<file path="config.mk">
export PLATFORM = sky130hd
export DESIGN_NAME = soc_periph_top
export DESIGN_NICKNAME = d
export VERILOG_FILES = /design/src/rtl/periph_pkg.sv /design/src/rtl/prci_ctrl.sv /design/src/rtl/gpio_ctrl.sv /design/src/rtl/wb_periph_decode.sv /design/src/rtl/soc_periph_top.sv
export SDC_FILE = /design/constraint.sdc
export NUM_CORES = 1
export LEC_CHECK = 0
export BUFFER_PORTS_ARGS = -buffer_cell sky130_fd_sc_hd__buf_2
export CORE_ASPECT_RATIO = 2
export CORE_UTILIZATION = 54
export DETAILED_ROUTE_END_ITERATION = 8
export PLACE_DENSITY = 0.79
export SYNTH_ARGS = -nofsm -noshare
export SYNTH_HDL_FRONTEND = slang
export SYNTH_SLANG_ARGS = --single-unit
export TNS_END_PERCENT = 50
</file>
<file path="constraint.sdc">
create_clock -name i_clk -period 5.7 [get_ports i_clk]
set_input_delay 0.855 -clock i_clk [delete_from_list [all_inputs] [get_ports i_clk]]
set_output_delay 0.855 -clock i_clk [all_outputs]
set_load 0.05 [all_outputs]
</file>
<file path="src/rtl/periph_pkg.sv">
// Shared definitions for the peripheral corner of the SoC
// Wishbone request and response structs, GPIO vector type
// Address map, register offsets, reset hold length

package periph_pkg;

  // Bus geometry
  localparam int WB_ADR_W = 12;
  localparam int WB_DAT_W = 32;
  localparam int WB_SEL_W = 4;

  // Address map, each region is aligned to its size
  localparam logic [WB_ADR_W-1:0] PRCI_BASE   = 12'h000;
  localparam logic [WB_ADR_W-1:0] GPIO_BASE   = 12'h100;
  localparam logic [WB_ADR_W-1:0] REGION_SIZE = 12'h100;
  // Offset bits inside one region
  localparam logic [WB_ADR_W-1:0] REGION_MASK = REGION_SIZE - 12'h001;

  // PRCI registers
  localparam logic [WB_ADR_W-1:0] PRCI_STATUS = 12'h000;
  localparam logic [WB_ADR_W-1:0] PRCI_CTRL   = 12'h004;
  localparam logic [WB_ADR_W-1:0] PRCI_RSTCNT = 12'h008;

  // Status bit positions
  localparam int STAT_SYS_REL = 0;
  localparam int STAT_PLL_LOCK = 1;
  localparam int STAT_CALIB = 2;

  // GPIO registers
  localparam logic [WB_ADR_W-1:0] GPIO_DIR = 12'h000;
  localparam logic [WB_ADR_W-1:0] GPIO_OUT = 12'h004;
  localparam logic [WB_ADR_W-1:0] GPIO_IN  = 12'h008;

  localparam int GPIO_W = 12;

  // Cycles of good conditions before a reset is released
  localparam int RST_HOLD_CYCLES = 16;
  localparam int HOLD_CNT_W = $clog2(RST_HOLD_CYCLES);
  localparam logic [HOLD_CNT_W-1:0] RST_HOLD_LAST = HOLD_CNT_W'(RST_HOLD_CYCLES - 1);

  // Master to slave
  typedef struct packed {
    logic                cyc;
    logic                stb;
    logic                we;
    logic [WB_ADR_W-1:0] adr;
    logic [WB_SEL_W-1:0] sel;
    logic [WB_DAT_W-1:0] dat;
  } wb_req_t;

  // Slave to master
  typedef struct packed {
    logic                ack;
    logic                err;
    logic [WB_DAT_W-1:0] dat;
  } wb_rsp_t;

  typedef logic [GPIO_W-1:0] gpio_vec_t;

endpackage

</file>
<file path="src/rtl/prci_ctrl.sv">
// PLL and reset control block
// Releases system and debug resets after a hold count of good inputs
// Registers: status, soft reset request, count of system reset releases

module prci_ctrl (
  input  logic                i_clk,
  input  logic                i_rst_n,
  input  logic                i_pll_locked,
  input  logic                i_ddr_calib_done,
  input  periph_pkg::wb_req_t i_wb_req,
  output periph_pkg::wb_rsp_t o_wb_rsp,
  output logic                o_sys_rst_n,
  output logic                o_dbg_rst_n
);

  // Index 0 is the system reset, index 1 the debug reset
  logic [1:0]                          good;
  logic [1:0]                          rel_q;
  logic [1:0]                          rel_set;
  logic [periph_pkg::HOLD_CNT_W-1:0]   hold_cnt [2];
  logic                                soft_req;
  logic [periph_pkg::WB_DAT_W-1:0]     rst_count;
  logic                                req_valid;
  logic                                ctrl_wr;
  logic                                ack;
  logic [periph_pkg::WB_DAT_W-1:0]     rd_dat;
  logic [periph_pkg::WB_DAT_W-1:0]     rsp_dat;

  // Board reset enters through the synchronous reset itself
  assign good[0] = i_pll_locked && i_ddr_calib_done && !soft_req;
  assign good[1] = i_pll_locked;

  // Release fires on the last hold cycle
  assign rel_set[0] = good[0] && !rel_q[0] && (hold_cnt[0] == periph_pkg::RST_HOLD_LAST);
  assign rel_set[1] = good[1] && !rel_q[1] && (hold_cnt[1] == periph_pkg::RST_HOLD_LAST);

  always_ff @(posedge i_clk) begin
    if (!i_rst_n) begin
      for (int i = 0; i < 2; i++) begin
        hold_cnt[i] <= '0;
      end
      rel_q <= '0;
    end else begin
      for (int i = 0; i < 2; i++) begin
        if (!good[i]) begin
          // Any bad condition restarts the hold
          hold_cnt[i] <= '0;
          rel_q[i] <= 1'b0;
        end else if (rel_set[i]) begin
          rel_q[i] <= 1'b1;
        end else if (!rel_q[i]) begin
          hold_cnt[i] <= hold_cnt[i] + 1'b1;
        end
      end
    end
  end

  assign o_sys_rst_n = rel_q[0];
  assign o_dbg_rst_n = rel_q[1];

  // New request only on the first strobe cycle
  assign req_valid = i_wb_req.cyc && i_wb_req.stb && !ack;
  assign ctrl_wr = req_valid && i_wb_req.we && (i_wb_req.adr == periph_pkg::PRCI_CTRL) &&
                   i_wb_req.sel[0] && i_wb_req.dat[0];

  // Soft reset request lives until the system reset is seen low
  always_ff @(posedge i_clk) begin
    if (!i_rst_n) begin
      soft_req <= 1'b0;
    end else if (ctrl_wr) begin
      soft_req <= 1'b1;
    end else if (!rel_q[0]) begin
      soft_req <= 1'b0;
    end
  end

  // Release count, kept across soft resets
  always_ff @(posedge i_clk) begin
    if (!i_rst_n) begin
      rst_count <= '0;
    end else if (rel_set[0]) begin
      rst_count <= rst_count + 1'b1;
    end
  end

  always_comb begin
    rd_dat = '0;
    case (i_wb_req.adr)
      periph_pkg::PRCI_STATUS: begin
        rd_dat[periph_pkg::STAT_SYS_REL] = rel_q[0];
        rd_dat[periph_pkg::STAT_PLL_LOCK] = i_pll_locked;
        rd_dat[periph_pkg::STAT_CALIB] = i_ddr_calib_done;
      end
      periph_pkg::PRCI_RSTCNT: rd_dat = rst_count;
      default: rd_dat = '0;
    endcase
  end

  always_ff @(posedge i_clk) begin
    if (!i_rst_n) begin
      ack <= 1'b0;
    end else begin
      ack <= req_valid;
    end
  end

  always_ff @(posedge i_clk) begin
    if (req_valid) begin
      rsp_dat <= rd_dat;
    end
  end

  assign o_wb_rsp = '{ack: ack, err: 1'b0, dat: rsp_dat};

  // Every ack answers a strobe seen on the edge before
  a_ack_after_req: assert property (@(posedge i_clk) disable iff (!i_rst_n)
    $rose(o_wb_rsp.ack) |-> $past(i_wb_req.cyc && i_wb_req.stb));

endmodule

</file>
<file path="src/rtl/gpio_ctrl.sv">
// GPIO controller
// Direction and output registers with byte-select writes
// Two-flop synchronizer on the input pins, read back with output override

module gpio_ctrl (
  input  logic                  i_clk,
  input  logic                  i_rst_n,
  input  periph_pkg::wb_req_t   i_wb_req,
  output periph_pkg::wb_rsp_t   o_wb_rsp,
  input  periph_pkg::gpio_vec_t i_gpio,
  output periph_pkg::gpio_vec_t o_gpio,
  output periph_pkg::gpio_vec_t o_gpio_dir
);

  periph_pkg::gpio_vec_t           dir_q;
  periph_pkg::gpio_vec_t           out_q;
  periph_pkg::gpio_vec_t           sync1;
  periph_pkg::gpio_vec_t           sync2;
  periph_pkg::gpio_vec_t           pin_view;
  logic                            req_valid;
  logic                            wr_en;
  logic                            ack;
  logic [periph_pkg::WB_DAT_W-1:0] rd_dat;
  logic [periph_pkg::WB_DAT_W-1:0] rsp_dat;

  // Update only the bits whose byte lane is selected
  function automatic periph_pkg::gpio_vec_t merge_sel(
    input periph_pkg::gpio_vec_t           old_val,
    input logic [periph_pkg::WB_DAT_W-1:0] wdat,
    input logic [periph_pkg::WB_SEL_W-1:0] sel
  );
    periph_pkg::gpio_vec_t res;
    res = old_val;
    for (int i = 0; i < periph_pkg::GPIO_W; i++) begin
      if (sel[i/8]) begin
        res[i] = wdat[i];
      end
    end
    return res;
  endfunction

  assign req_valid = i_wb_req.cyc && i_wb_req.stb && !ack;
  assign wr_en = req_valid && i_wb_req.we;

  always_ff @(posedge i_clk) begin
    if (!i_rst_n) begin
      dir_q <= '0;
      out_q <= '0;
    end else if (wr_en) begin
      case (i_wb_req.adr)
        periph_pkg::GPIO_DIR: dir_q <= merge_sel(dir_q, i_wb_req.dat, i_wb_req.sel);
        periph_pkg::GPIO_OUT: out_q <= merge_sel(out_q, i_wb_req.dat, i_wb_req.sel);
        default: ;
      endcase
    end
  end

  // Pin synchronizer
  always_ff @(posedge i_clk) begin
    sync1 <= i_gpio;
    sync2 <= sync1;
  end

  // Output pins read their own drive value
  assign pin_view = (out_q & dir_q) | (sync2 & ~dir_q);

  always_comb begin
    rd_dat = '0;
    case (i_wb_req.adr)
      periph_pkg::GPIO_DIR: rd_dat[periph_pkg::GPIO_W-1:0] = dir_q;
      periph_pkg::GPIO_OUT: rd_dat[periph_pkg::GPIO_W-1:0] = out_q;
      periph_pkg::GPIO_IN:  rd_dat[periph_pkg::GPIO_W-1:0] = pin_view;
      default: rd_dat = '0;
    endcase
  end

  always_ff @(posedge i_clk) begin
    if (!i_rst_n) begin
      ack <= 1'b0;
    end else begin
      ack <= req_valid;
    end
  end

  always_ff @(posedge i_clk) begin
    if (req_valid) begin
      rsp_dat <= rd_dat;
    end
  end

  assign o_wb_rsp = '{ack: ack, err: 1'b0, dat: rsp_dat};
  assign o_gpio = out_q;
  assign o_gpio_dir = dir_q;

  // One response kind at a time, and ack is a single-cycle pulse
  a_ack_excl: assert property (@(posedge i_clk) disable iff (!i_rst_n)
    o_wb_rsp.ack |-> !o_wb_rsp.err ##1 !o_wb_rsp.ack);

endmodule

</file>
<file path="src/rtl/wb_periph_decode.sv">
// Wishbone address decoder for the peripheral regions
// Gates the strobe to one slave and passes the region offset
// Answers unmapped addresses with a one-cycle error

module wb_periph_decode (
  input  logic                i_clk,
  input  logic                i_rst_n,
  input  periph_pkg::wb_req_t i_host_req,
  output periph_pkg::wb_rsp_t o_host_rsp,
  output periph_pkg::wb_req_t o_prci_req,
  output periph_pkg::wb_req_t o_gpio_req,
  input  periph_pkg::wb_rsp_t i_prci_rsp,
  input  periph_pkg::wb_rsp_t i_gpio_rsp
);

  typedef enum logic [1:0] {
    REG_PRCI,
    REG_GPIO,
    REG_NONE
  } region_e;

  region_e                         region;
  region_e                         region_q;
  logic [periph_pkg::WB_ADR_W-1:0] region_base;
  logic                            req_valid;
  logic                            err_q;

  assign region_base = i_host_req.adr & ~periph_pkg::REGION_MASK;
  assign req_valid = i_host_req.cyc && i_host_req.stb;

  always_comb begin
    if (region_base == periph_pkg::PRCI_BASE) begin
      region = REG_PRCI;
    end else if (region_base == periph_pkg::GPIO_BASE) begin
      region = REG_GPIO;
    end else begin
      region = REG_NONE;
    end
  end

  // Slaves see the offset inside their own region
  always_comb begin
    o_prci_req = i_host_req;
    o_prci_req.adr = i_host_req.adr & periph_pkg::REGION_MASK;
    o_prci_req.cyc = i_host_req.cyc && (region == REG_PRCI);
    o_prci_req.stb = i_host_req.stb && (region == REG_PRCI);
    o_gpio_req = i_host_req;
    o_gpio_req.adr = i_host_req.adr & periph_pkg::REGION_MASK;
    o_gpio_req.cyc = i_host_req.cyc && (region == REG_GPIO);
    o_gpio_req.stb = i_host_req.stb && (region == REG_GPIO);
  end

  // Region of the request in flight picks the response source
  always_ff @(posedge i_clk) begin
    if (!i_rst_n) begin
      region_q <= REG_NONE;
      err_q <= 1'b0;
    end else begin
      if (req_valid) begin
        region_q <= region;
      end
      err_q <= req_valid && (region == REG_NONE) && !err_q;
    end
  end

  always_comb begin
    case (region_q)
      REG_PRCI: o_host_rsp = i_prci_rsp;
      REG_GPIO: o_host_rsp = i_gpio_rsp;
      default:  o_host_rsp = '{ack: 1'b0, err: err_q, dat: '0};
    endcase
  end

  a_one_slave: assert property (@(posedge i_clk) disable iff (!i_rst_n)
    !(o_prci_req.cyc && o_prci_req.stb && o_gpio_req.cyc && o_gpio_req.stb));

endmodule

</file>
<file path="src/rtl/soc_periph_top.sv">
// Peripheral and reset corner of the SoC
// PRCI and decoder on the board reset, GPIO on the system reset

module soc_periph_top (
  input  logic                  i_clk,
  input  logic                  i_rst_n,
  input  logic                  i_pll_locked,
  input  logic                  i_ddr_calib_done,
  input  periph_pkg::wb_req_t   i_wb_req,
  output periph_pkg::wb_rsp_t   o_wb_rsp,
  input  periph_pkg::gpio_vec_t i_gpio,
  output periph_pkg::gpio_vec_t o_gpio,
  output periph_pkg::gpio_vec_t o_gpio_dir,
  output logic                  o_sys_rst_n,
  output logic                  o_dbg_rst_n
);

  periph_pkg::wb_req_t w_prci_req;
  periph_pkg::wb_req_t w_gpio_req;
  periph_pkg::wb_rsp_t w_prci_rsp;
  periph_pkg::wb_rsp_t w_gpio_rsp;

  prci_ctrl prci0 (
    .i_clk            (i_clk),
    .i_rst_n          (i_rst_n),
    .i_pll_locked     (i_pll_locked),
    .i_ddr_calib_done (i_ddr_calib_done),
    .i_wb_req         (w_prci_req),
    .o_wb_rsp         (w_prci_rsp),
    .o_sys_rst_n      (o_sys_rst_n),
    .o_dbg_rst_n      (o_dbg_rst_n)
  );

  wb_periph_decode dec0 (
    .i_clk      (i_clk),
    .i_rst_n    (i_rst_n),
    .i_host_req (i_wb_req),
    .o_host_rsp (o_wb_rsp),
    .o_prci_req (w_prci_req),
    .o_gpio_req (w_gpio_req),
    .i_prci_rsp (w_prci_rsp),
    .i_gpio_rsp (w_gpio_rsp)
  );

  // GPIO stays silent while the system reset is held
  gpio_ctrl gpio0 (
    .i_clk      (i_clk),
    .i_rst_n    (o_sys_rst_n),
    .i_wb_req   (w_gpio_req),
    .o_wb_rsp   (w_gpio_rsp),
    .i_gpio     (i_gpio),
    .o_gpio     (o_gpio),
    .o_gpio_dir (o_gpio_dir)
  );

endmodule

</file>
Word-level counts from Yosys, hierarchy flattened
Memory sizes are Yosys's and may differ from the RTL's.
Index checks and enable logic that the tools add are counted.
{"block": "classes", "add_sub_neg": 3, "reduce_logical": 38, "bitwise_logic": 8, "eq_ne": 9, "mux": 28}
{"op": "$pmux 34 s2", "count": 1}
{"op": "$pmux 12 s3", "count": 1}
{"op": "$add 32x1->32 const B", "count": 1}
{"op": "$and 12x12->12", "count": 2}
{"op": "$logic_not 12->1", "count": 2}
{"op": "$logic_and 1x1->1", "count": 22}
{"op": "$mux 1", "count": 19}
{"op": "$mux 4", "count": 4}
{"op": "$not 12->12", "count": 1}
{"op": "$or 12x12->12", "count": 1}
{"op": "$reduce_and 3->1", "count": 4}
{"op": "$add 4x1->4 const B", "count": 2}
{"op": "$eq 4x4->1 const B", "count": 2}
{"op": "$eq 8x3->1 const B", "count": 1}
{"op": "$eq 8x4->1 const B", "count": 1}
{"op": "$logic_not 1->1", "count": 6}
{"op": "$pmux 3 s2", "count": 1}
{"op": "$eq 2x1->1 const B", "count": 2}
{"op": "$eq 4x1->1 const B", "count": 1}
{"op": "$logic_not 2->1", "count": 2}
{"op": "$mux 2", "count": 2}
{"op": "$or 1x1->1", "count": 4}
{"op": "$reduce_and 2->1", "count": 2}
{"op": "$eq 2x2->1 const B", "count": 1}
{"op": "$ne 2x2->1 const B", "count": 1}
{"block": "totals", "output_inout_bits": 60, "n_memories": 1, "inputBits": 67, "reg_bits": 132, "elab_cells": 104, "ram_bits": 8}
{"name": "prci0.hold_cnt", "depth": 2, "width": 4, "read_ports": 2, "rd_clocked_by_memory_dff": 0, "wr": 2, "line_no": "prci_ctrl.sv:20", "text": "logic [periph_pkg::HOLD_CNT_W-1:0] hold_cnt [2];"}

Depth between registers and ports, before layout
Gate-level depths: netlist (run 1).
{"block": "logic_depth", "depth_word": 12, "ltp_mapped": 7, "ltp_nobuf": 5}

Modules after synthesis
Synthesis (run 1) repeated with hierarchy kept, for this count alone.
{"block": "unflattened", "hier_cells": 735, "hier_area_um2": 7290.7}
{"module": "prci_ctrl", "seq_area_each_um2": 1921.8, "instances": 1, "area_per_inst_um2": 3412.0, "cells_each": 315}
{"module": "gpio_ctrl", "seq_area_each_um2": 1341.3, "instances": 1, "area_per_inst_um2": 2419.8, "cells_each": 229}
{"module": "wb_periph_decode", "seq_area_each_um2": 60.1, "instances": 1, "area_per_inst_um2": 1458.9, "cells_each": 191}

Worst setup path after synthesis (run 1)
OpenSTA, ideal clock, no wires.
{"block": "synth_timing", "kind": "in2reg", "startpoint": "input i_wb_req[45] in the netlist's numbering", "endpoint": "register prci0.rsp_dat[0] in the netlist's numbering (enable)", "path_slack_ns": 0.730, "cell_stages": 2, "arrival_ns": 4.463, "path_buffers": 0, "t_required_ns": 5.193, "setup_ns": 0.507, "path_cell_list": "or3_4 > nor4_1"}
{"block": "synth_via", "elab_chain_cells": 7, "elab_cells_between_ends": 9, "cone_classes": "eq/ne (1); mux (2); reduce/logical (6)"}
{"item": "start: declaration", "line_no": "soc_periph_top.sv:9", "text": "input periph_pkg::wb_req_t i_wb_req,"}
{"item": "$eq 4x1->1", "line_no": "wb_periph_decode.sv:34", "text": "end else if (region_base == periph_pkg::GPIO_BASE) begin"}
{"item": "$mux 2", "line_no": "wb_periph_decode.sv:34"}
{"item": "$mux 2 *", "line_no": "wb_periph_decode.sv:32", "text": "if (region_base == periph_pkg::PRCI_BASE) begin"}
{"item": "$logic_not 2->1 *", "line_no": "wb_periph_decode.sv:45, wb_periph_decode.sv:46"}
{"item": "$logic_and 1x1->1, on equally long branches", "line_no": "wb_periph_decode.sv:45, wb_periph_decode.sv:46"}
{"item": "$logic_and 1x1->1 * (2 in series)", "line_no": "prci_ctrl.sv:62", "text": "assign req_valid = i_wb_req.cyc && i_wb_req.stb && !ack;"}
{"item": "net prci0.req_valid", "line_no": "prci_ctrl.sv:23", "text": "logic req_valid;"}
{"item": "end signal: assignment", "line_no": "prci_ctrl.sv:109", "text": "rsp_dat <= rd_dat;"}
{"item": "end: declaration", "line_no": "prci_ctrl.sv:27", "text": "logic [periph_pkg::WB_DAT_W-1:0] rsp_dat;"}
The timed path passes the listed nets; every way through them passes the cells marked *.
A chain may end at the register's enable or synchronous reset.

==> reports/qor_table.md, run 1 <==
| Metric | Reported |
|:---|:---|
| Clock tree from TritonCTS | yes |
| Hold Fails Final Rpt | 0 |
| Number of nets still failing antenna checks after routing | 0 |
| Share of the core filled with cells in the final layout | 0.670 |
| Cell with the largest stage delay on the worst path | nor2_1 |
| Number of global-route vias before repair | 4788 |
| Growth of design area from synthesis to finish | 19.6% |
| Signal arrival time at the worst endpoint | 2.40 ns |
| Input/output buffers | 104 |
| Power density over the cells | 304 mW/mm2 |
| Number of instances in the synthesized netlist | 596 |
| Largest delay share family, worst path | simple AND/OR/NAND/NOR gates |
| Wire length of the first global-routing pass | 23100 um |
| Cell chosen for the clock root | clkbuf_16 |
| Post-CTS setup-driven buffer insertion count | 0 |
| Total track usage | 0.251 |
| Average footprint of a synthesized cell | 10.3 um2 |
| Max Fanout on Critical Path | 20 |
| Transition time at the pin with the least slew margin | 1.03 ns |
| Die Outline Area | 0.0118 mm2 |
| Initial cell density of the core | 0.560 |
| Setup repair after global routing missed its margin | no |
| Gr ovfl total | 0 |
| Final layout net count | 758 |
| Maximum cell stage delay along the critical path | 0.89 ns |
| Combined area of all synthesized cells | 0.00613 mm2 |
| Path category of the worst min-delay check | flop to flop |
| Share of the yosys chip area belonging to registers | 0.542 |
| Clock tree skew after final layout | 0.00621 ns |
| Chip height | 153 um |
| Flip-flop and latch count after synthesis | 140 |
| Layout cells sized above 1 | 0.215 |
| Detailed Routing Iterations Pass 1 | 5 |
| Crit path required time | 4.85 ns |
| N_diodes | 0 |
| Latest clock arrival within the worst-skew pair | 0.41 ns |
| Drc violations | 0 |
| Bufs and invs on worst path | 1 |
| Peak clock frequency supported by timing | 308 MHz |
| Fill cells | 858 |
| Row cnt | 54 |
| Number of buffers created by CTS | 17 |
| Synth warnings | 0 |
| Min cycle time layout | 3.25 ns |
| Maximum buffer depth of the clock tree | 2 |
| Non-filler cells, final | 841 |
| HP Start | gpio0.sync1[3] |
| Ports placed on the boundary | 127 |
| Worst Path Class, Setup | flop to output port |
| Cell type with the highest aggregate area in the netlist | dfxtp_1 |
| Weighted congestion at the end of routability-driven global placement | 0.829 |
| Run status | finished clean |
| Worst setup startpoint | dec0.region_q[0] |
| Post-synthesis cell type count | 45 |
| Post-route design area | 0.00733 mm2 |
| Resize count post-CTS | 0 |
| Placed insts | 809 |
| Deepest level of the CTS H-tree | 4 |
| Leakage | 2.86 nW |
| Dpl cell area | 0.00671 mm2 |
| Clk pin slew, worst setup/hold paths | 0.06 ns |
| Category of the worst setup path launch point | flop |
| Syn Nets | 666 |
| Core Region | 0.0109 mm2 |
| Floorplan die width | 77.3 um |
| Cell-by-cell listing of the critical path | nor2_1 > and2_1 > buf_2 |
| Setup violation total in the final timing report | 0 |
| Worst IR Drop VDD | 0.000224 V |
| Hold buffer count at CTS | 0 |
| Overall via count from detail_route | 4785 |
| Critical Path End Type | output port |
| Per-cell via count in the routed design | 5.69 |
| Iter 0 DRT Violations | 292 |
| Number of sinks driven by the clock tree | 140 |
| Cell types with the largest area share after synthesis | dfxtp_1 29%, edfxtp_1 25%, mux2i_1 9.1% |
| Relative slew slack | 0.313 |
| Reg-to-reg critical path startpoint | prci0.rst_count[11] |
| Setup tns final | 0 ns |
| Share of the synthesized area in the top cell type | 0.287 |
| Count of max-cap constraint violations | 0 |
| Final routed wirelength across all metal layers | 14100 um |
| Initial antenna violation count | 0 |
| Routed length per instance | 16.8 um |
| Detailed placement HPWL | 9650 um |
| Final Max Slew Viols | 0 |
| Maximum number of pins on one net before global-route repair | 43 |
| Final Cycle Share | 0.570 |
cells in the final DEF (no fill, tap or decap), types with 3 or more instances in the layout:
cell type    n
nor4_1      11
a21oi_1     35
nand2_1     74
mux2i_1     56
nand2b_1    16
nand4_1      8
nor2_1      32
nor2b_1     13
inv_4        3
o21ai_0     17
edfxtp_1    52
nor3_1       4
and3_1       5
xnor2_1      6
clkinv_2     3
or4_1       13
xor2_1       4
or3_1        6
and2_1      53
dfxtp_1     88
inv_1       10
nand3_1     16
o31ai_1     13
buf_2      104
buf_4        3
clkbuf_16   21
and4_1       6
clkbuf_8     4
ha_1         3
routing by layer:
layer,global-route usage,part of all wire
met4,0.117,0.030
met1,0.258,0.37
met5,0,0
met2,0.474,0.57
met3,0.0467,0.040
cell families after synthesis:
| kind of cell | Yosys count | synth area share |
|---|---|---|
| mux | 56 | 0.0914 |
| xor+xnor | 10 | 0.0143 |
| simple gates | 270 | 0.247 |
| fa+ha+maj | 3 | 0.00612 |
| flops | 140 | 0.542 |
| compound gates | 71 | 0.0665 |
| buf+inv | 46 | 0.0325 |
layout make-up:
class	count	area [um2]	share of cell area
clock buffer	26	588	0.0802
clock inverter	6	37.5	0.00512
inverter	12	46.3	0.00631
multi-input combinational	410	2620	0.357
sequential	140	3320	0.453
tap	140	175	0.0239
timing repair buffer	107	543	0.0741
cells in the mapped netlist (all sizes together):
master / number
o311ai: 1
inv: 11
or4b: 1
mux2i: 56
nand2: 74
o31a: 1
nand4b: 1
or3: 8
nand4bb: 1
edfxtp: 52
o21a: 1
nor4: 12
and3: 6
or4: 13
a31oi: 1
and2: 53
a21oi: 35
nand3: 17
o21ai: 17
clkbuf: 28
buf: 6
dfxtp: 88
nor4bb: 1
xnor2: 6
nand4: 8
ha: 3
nor3b: 2
clkinv: 1
a311o: 1
and4: 6
o31ai: 13
nor2: 32
nand2b: 16
nor2b: 13
xor2: 4
o41ai: 1
nor3: 6
stage by stage:
step	total power, W	hold slack (ns)	worst slack, ns
2_1_floorplan	0.00110	0.310	0.730
3_3_place_gp	0.00113	0.311	2.72
3_5_place_dp	0.00113	0.313	2.73
4_1_cts	0.00224	0.324	2.41
5_1_grt	0.00228	0.331	2.15
6_report	0.00223	0.323	2.45
power breakdown:
group          switching [W]  total [W]  internal [W]
Clock               0.000407    0.00112      0.000713
Sequential        0.00000437    0.00105       0.00104
Combinational      0.0000398  0.0000629     0.0000231
Total               0.000451    0.00223       0.00178
flip-flops by register name (all words and copies together) (netlist names):
name,cells
gpio0.ack,1
prci0.rsp_dat,32
prci0.rst_count,32
prci0.soft_req,1
gpio0.rsp_dat,12
gpio0.o_gpio_dir,12
dec0.err_q,1
gpio0.sync2,12
prci0.rel_q,2
gpio0.o_gpio,12
prci0.ack,1
prci0.hold_cnt,8
gpio0.sync1,12
dec0.region_q,2
worst paths after layout:
kind,to,slack [ns],cells past startpoint
worst max register to register,prci0.rst_count[31],3.15,4
worst max-delay path,o_wb_rsp[20],2.45,3
worst min register to register,gpio0.sync2[3],0.32,0
worst min-delay path,gpio0.sync2[3],0.32,0
(Power assumes the default switching activity.)
==> run 2, diff against run 1 <==
--- a/config.mk
+++ b/config.mk
@@ -5,11 +5,12 @@
 export SDC_FILE = /design/constraint.sdc
 export NUM_CORES = 1
 export LEC_CHECK = 0
+export ABC_AREA = 1
 export BUFFER_PORTS_ARGS = -buffer_cell sky130_fd_sc_hd__buf_2
 export CORE_ASPECT_RATIO = 2
 export CORE_UTILIZATION = 54
 export DETAILED_ROUTE_END_ITERATION = 8
-export PLACE_DENSITY = 0.79
+export PLACE_DENSITY = 0.78
 export SYNTH_ARGS = -nofsm -noshare
 export SYNTH_HDL_FRONTEND = slang
 export SYNTH_SLANG_ARGS = --single-unit
==> constraint.sdc (replaced) <==
create_clock -name i_clk -period 3.1 [get_ports i_clk]
set_input_delay 0.465 -clock i_clk [delete_from_list [all_inputs] [get_ports i_clk]]
set_output_delay 0.465 -clock i_clk [all_outputs]
set_load 0.05 [all_outputs]
==> reports/qor_table.md, run 2 <==
| Metric | Reported | Change |
|:---|:---|:---|
| Peak clock frequency supported by timing | 403 MHz |  |
| Worst Path Class, Setup | flop to output port |  |
| Post-CTS setup-driven buffer insertion count | 0 | unchanged |
| Total track usage | 0.269 | +0.0179 |
| Count of max-cap constraint violations | 0 | unchanged |
| Weighted congestion at the end of routability-driven global placement | 0.924 | +12% |
| Setup tns final | 0 ns | unchanged |
| Number of instances in the synthesized netlist | 822 | +38% |
| Maximum buffer depth of the clock tree | 2 | unchanged |
| Resize count post-CTS | 0 | unchanged |
| Switching power share of the total | 0.231 | +0.0291 |
| Share of the yosys chip area belonging to registers | 0.516 | -0.0257 |
| Initial antenna violation count | 0 | unchanged |
| Run status | finished clean |  |
| Highest-count cells in the layout ignoring fill and taps | 169 x nor2_1, 144 x nand2_1, 126 x inv_1 |  |
| Number of enable flip-flop cells after synthesis | 52 | unchanged |
| Ports placed on the boundary | 127 | unchanged |
| Clk pin slew, worst setup/hold paths | 0.06 ns | about the same |
| Post-synthesis cell type count | 35 | -22% |
| Drc violations | 0 | unchanged |
| Share of the synthesized area in the top cell type | 0.274 | -0.0136 |
| Per-cell via count in the routed design | 5.28 | -7.2% |
| Predominant post-synthesis flop cell | dfxtp_1 |  |
| Iter 0 DRT Violations | 293 | +0.34% |
| Deepest level of the CTS H-tree | 4 | unchanged |
| Hold buffer count at CTS | 0 | unchanged |
| Cell chosen for the clock root | clkbuf_16 |  |
| Hold Fails Final Rpt | 0 | unchanged |
| Clock network fraction of total power | 0.486 | -0.016 |
| Number of buffers created by CTS | 17 | unchanged |
| Cell types with the largest area share after synthesis | dfxtp_1 27%, edfxtp_1 24%, nor2_1 9.9% |  |
| Growth of design area from synthesis to finish | 19.0% |  |
| Int Pwr | 0.00309 W | +74% |
| Flip-flop and latch count after synthesis | 140 | unchanged |
| Number of sinks driven by the clock tree | 140 | unchanged |
| Die Outline Area | 0.0124 mm2 | +4.9% |
| Category of the worst setup path launch point | flop |  |
| Layout cells sized above 1 | 0.200 | -0.0158 |
| Worst IR Drop VDD | 0.000464 V | +110% |
| Top post-synthesis cells by count | 169 x nor2_1, 144 x nand2_1, 126 x inv_1, 88 x dfxtp_1, 71 x nand3_1 |  |
| Count leader, synth | nor2_1 |  |
| Clock tree skew after final layout | 0.00558 ns | -0.000637 ns |
| Critical Path End Type | output port |  |
| Switching power of the nets | 0.000931 W | +110% |
| Sequential share of power | 0.480 | +0.010 |
| Setup slack of the critical path after layout | 0.619 ns | -1.83 ns |
| Combined area of all synthesized cells | 0.00643 mm2 | +5.0% |
| Detailed placement HPWL | 11600 um | +21% |
| Worst setup timing slack at the placement stage | 0.980 ns | -1.75 ns |
| Clock tree from TritonCTS | yes |  |
| Final layout net count | 999 | +32% |
| Floorplan die width | 79.2 um | +2.4% |
| Average footprint of a synthesized cell | 7.83 um2 | -24% |
| Final routed wirelength across all metal layers | 16000 um | +13% |
| Initial cell density of the core | 0.553 | -0.00676 |
| Final Max Slew Viols | 0 | unchanged |
| Chip height | 156 um | +2.4% |
| Path category of the worst min-delay check | input pin to flop |  |
| Wire length of the first global-routing pass | 24900 um | +8.0% |
| Relative slew slack | 0.534 | +0.221 |
| Crit path required time | 2.63 ns | -2.22 ns |
| Maximum number of pins on one net before global-route repair | 34 | -21% |
| Max Fanout on Critical Path | 33 | +65% |
| Most common cell after layout, fill and taps aside | nor2_1 |  |
| Latest clock arrival within the worst-skew pair | 0.42 ns | about the same |
| Transition time at the pin with the least slew margin | 0.692 ns | -0.336 ns |
| Leakage | 3.21 nW | +12% |
| Biggest registers after layout | prci0.rsp_dat x32, prci0.rst_count x32 |  |
| Portion of total power attributed to combinational logic | 0.034 | +0.006 |
| Setup repair after global routing missed its margin | no |  |
| Core Region | 0.0116 mm2 | +6.3% |
| Number of nets still failing antenna checks after routing | 0 | unchanged |
| Input/output buffers | 104 | unchanged |
| Final Cycle Share | 0.800 |  |
| Synth warnings | 0 | unchanged |
| Signal arrival time at the worst endpoint | 2.02 ns | -0.38 ns |
| Routed length per instance | 14.7 um | -12% |
| Cell type with the highest aggregate area in the netlist | dfxtp_1 |  |
| Power density over the cells | 525 mW/mm2 | +73% |
| Fraction of synthesis flops using an asynchronous set or reset pin | 0 | unchanged |
| Syn Nets | 892 | +34% |
| Setup slack of the worst register-to-register path | 1.25 ns | -1.90 ns |
| Row cnt | 56 | +3.7% |
| Detailed Routing Iterations Pass 1 | 6 | +1 |
| Setup violation total in the final timing report | 0 | unchanged |
| Min cycle time layout | 2.48 ns |  |
| N_diodes | 0 | unchanged |
| Gr ovfl total | 0 | unchanged |
| Number of global-route vias before repair | 5556 | +16% |
| Overall via count from detail_route | 5737 | +20% |
run 2: cell count changes after synthesis, sizes merged, moves of 16 or more:
cell | previous run | this run
a21oi | 35 | 8
and2 | 53 | 0
clkbuf | 28 | 8
inv | 11 | 138
mux2i | 56 | 5
nand2 | 74 | 148
nand2b | 16 | 0
nand3 | 17 | 76
nor2 | 32 | 190
nor3 | 6 | 29
run 2: cell families after synthesis:
kind of cell	count (synthesis)	share of synthesized area
AND/OR/NAND/NOR	466	0.329
flip-flops	140	0.516
multiplexers	5	0.00778
buffers and inverters	159	0.0966
XOR/XNOR	5	0.00681
adder cells (fa/ha/maj)	3	0.00583
AO/OA/AOI/OAI	44	0.0379
run 2: layout make-up:
| type | instances | area (um2) |
|---|---|---|
| Multi-Input combinational cell | 523 | 2500 |
| Inverter | 138 | 518 |
| Timing Repair Buffer | 109 | 558 |
| Clock inverter | 12 | 96.3 |
| Fill cell | 1029 | 3970 |
| Tap cell | 145 | 181 |
| Clock buffer | 20 | 478 |
| Sequential cell | 140 | 3320 |
run 2: stage by stage:
stage / area [um2] / hold WS, ns / std cells / util / power [W]
4_1_cts: 7660 / 0.130 / 1087 / 0.659 / 0.00404
6_report: 7660 / 0.138 / 1087 / 0.659 / 0.00403
5_1_grt: 7660 / 0.130 / 1087 / 0.659 / 0.00413
3_5_place_dp: 7090 / 0.313 / 1055 / 0.609 / 0.00211
2_1_floorplan: 6440 / 0.310 / 822 / - / 0.00205
3_3_place_gp: 7090 / 0.310 / 1055 / 0.609 / 0.00210
run 2: path summary, 6_finish.rpt:
check	start	depth (start not counted)	to
worst min register to register	gpio0.sync1[1]	0	gpio0.sync2[1]
worst max-delay path	dec0.region_q[1]	3	o_wb_rsp[4]
worst min-delay path	i_gpio[2]	1	gpio0.sync1[2]
worst max register to register	prci0.hold_cnt[0][0]	8	prci0.rst_count[30]
run 2: power by group through the flow:
stage	Sequential (W)	Clock [W]	Combinational (W)
after floorplan	0.00197	0	0.0000810
after global placement	0.00197	0	0.000134
after detailed placement	0.00197	0	0.000137
after CTS	0.00193	0.00197	0.000138
after global routing	0.00193	0.00205	0.000148
final	0.00193	0.00196	0.000137
run 2: critical path: stages, from the launching register on:
cell	delay, ns
dfxtp_1	0.32
or2_2	0.55
o21ai_0	0.39
buf_2	0.33
run 2: layer usage:
metal  vias up  global-route usage  share of wire
met5         -                   0              0
met4         0               0.203          0.059
met3        54              0.0455          0.040
met2       211               0.535           0.58
met1      2647               0.220           0.32
li1       2825                   -              -
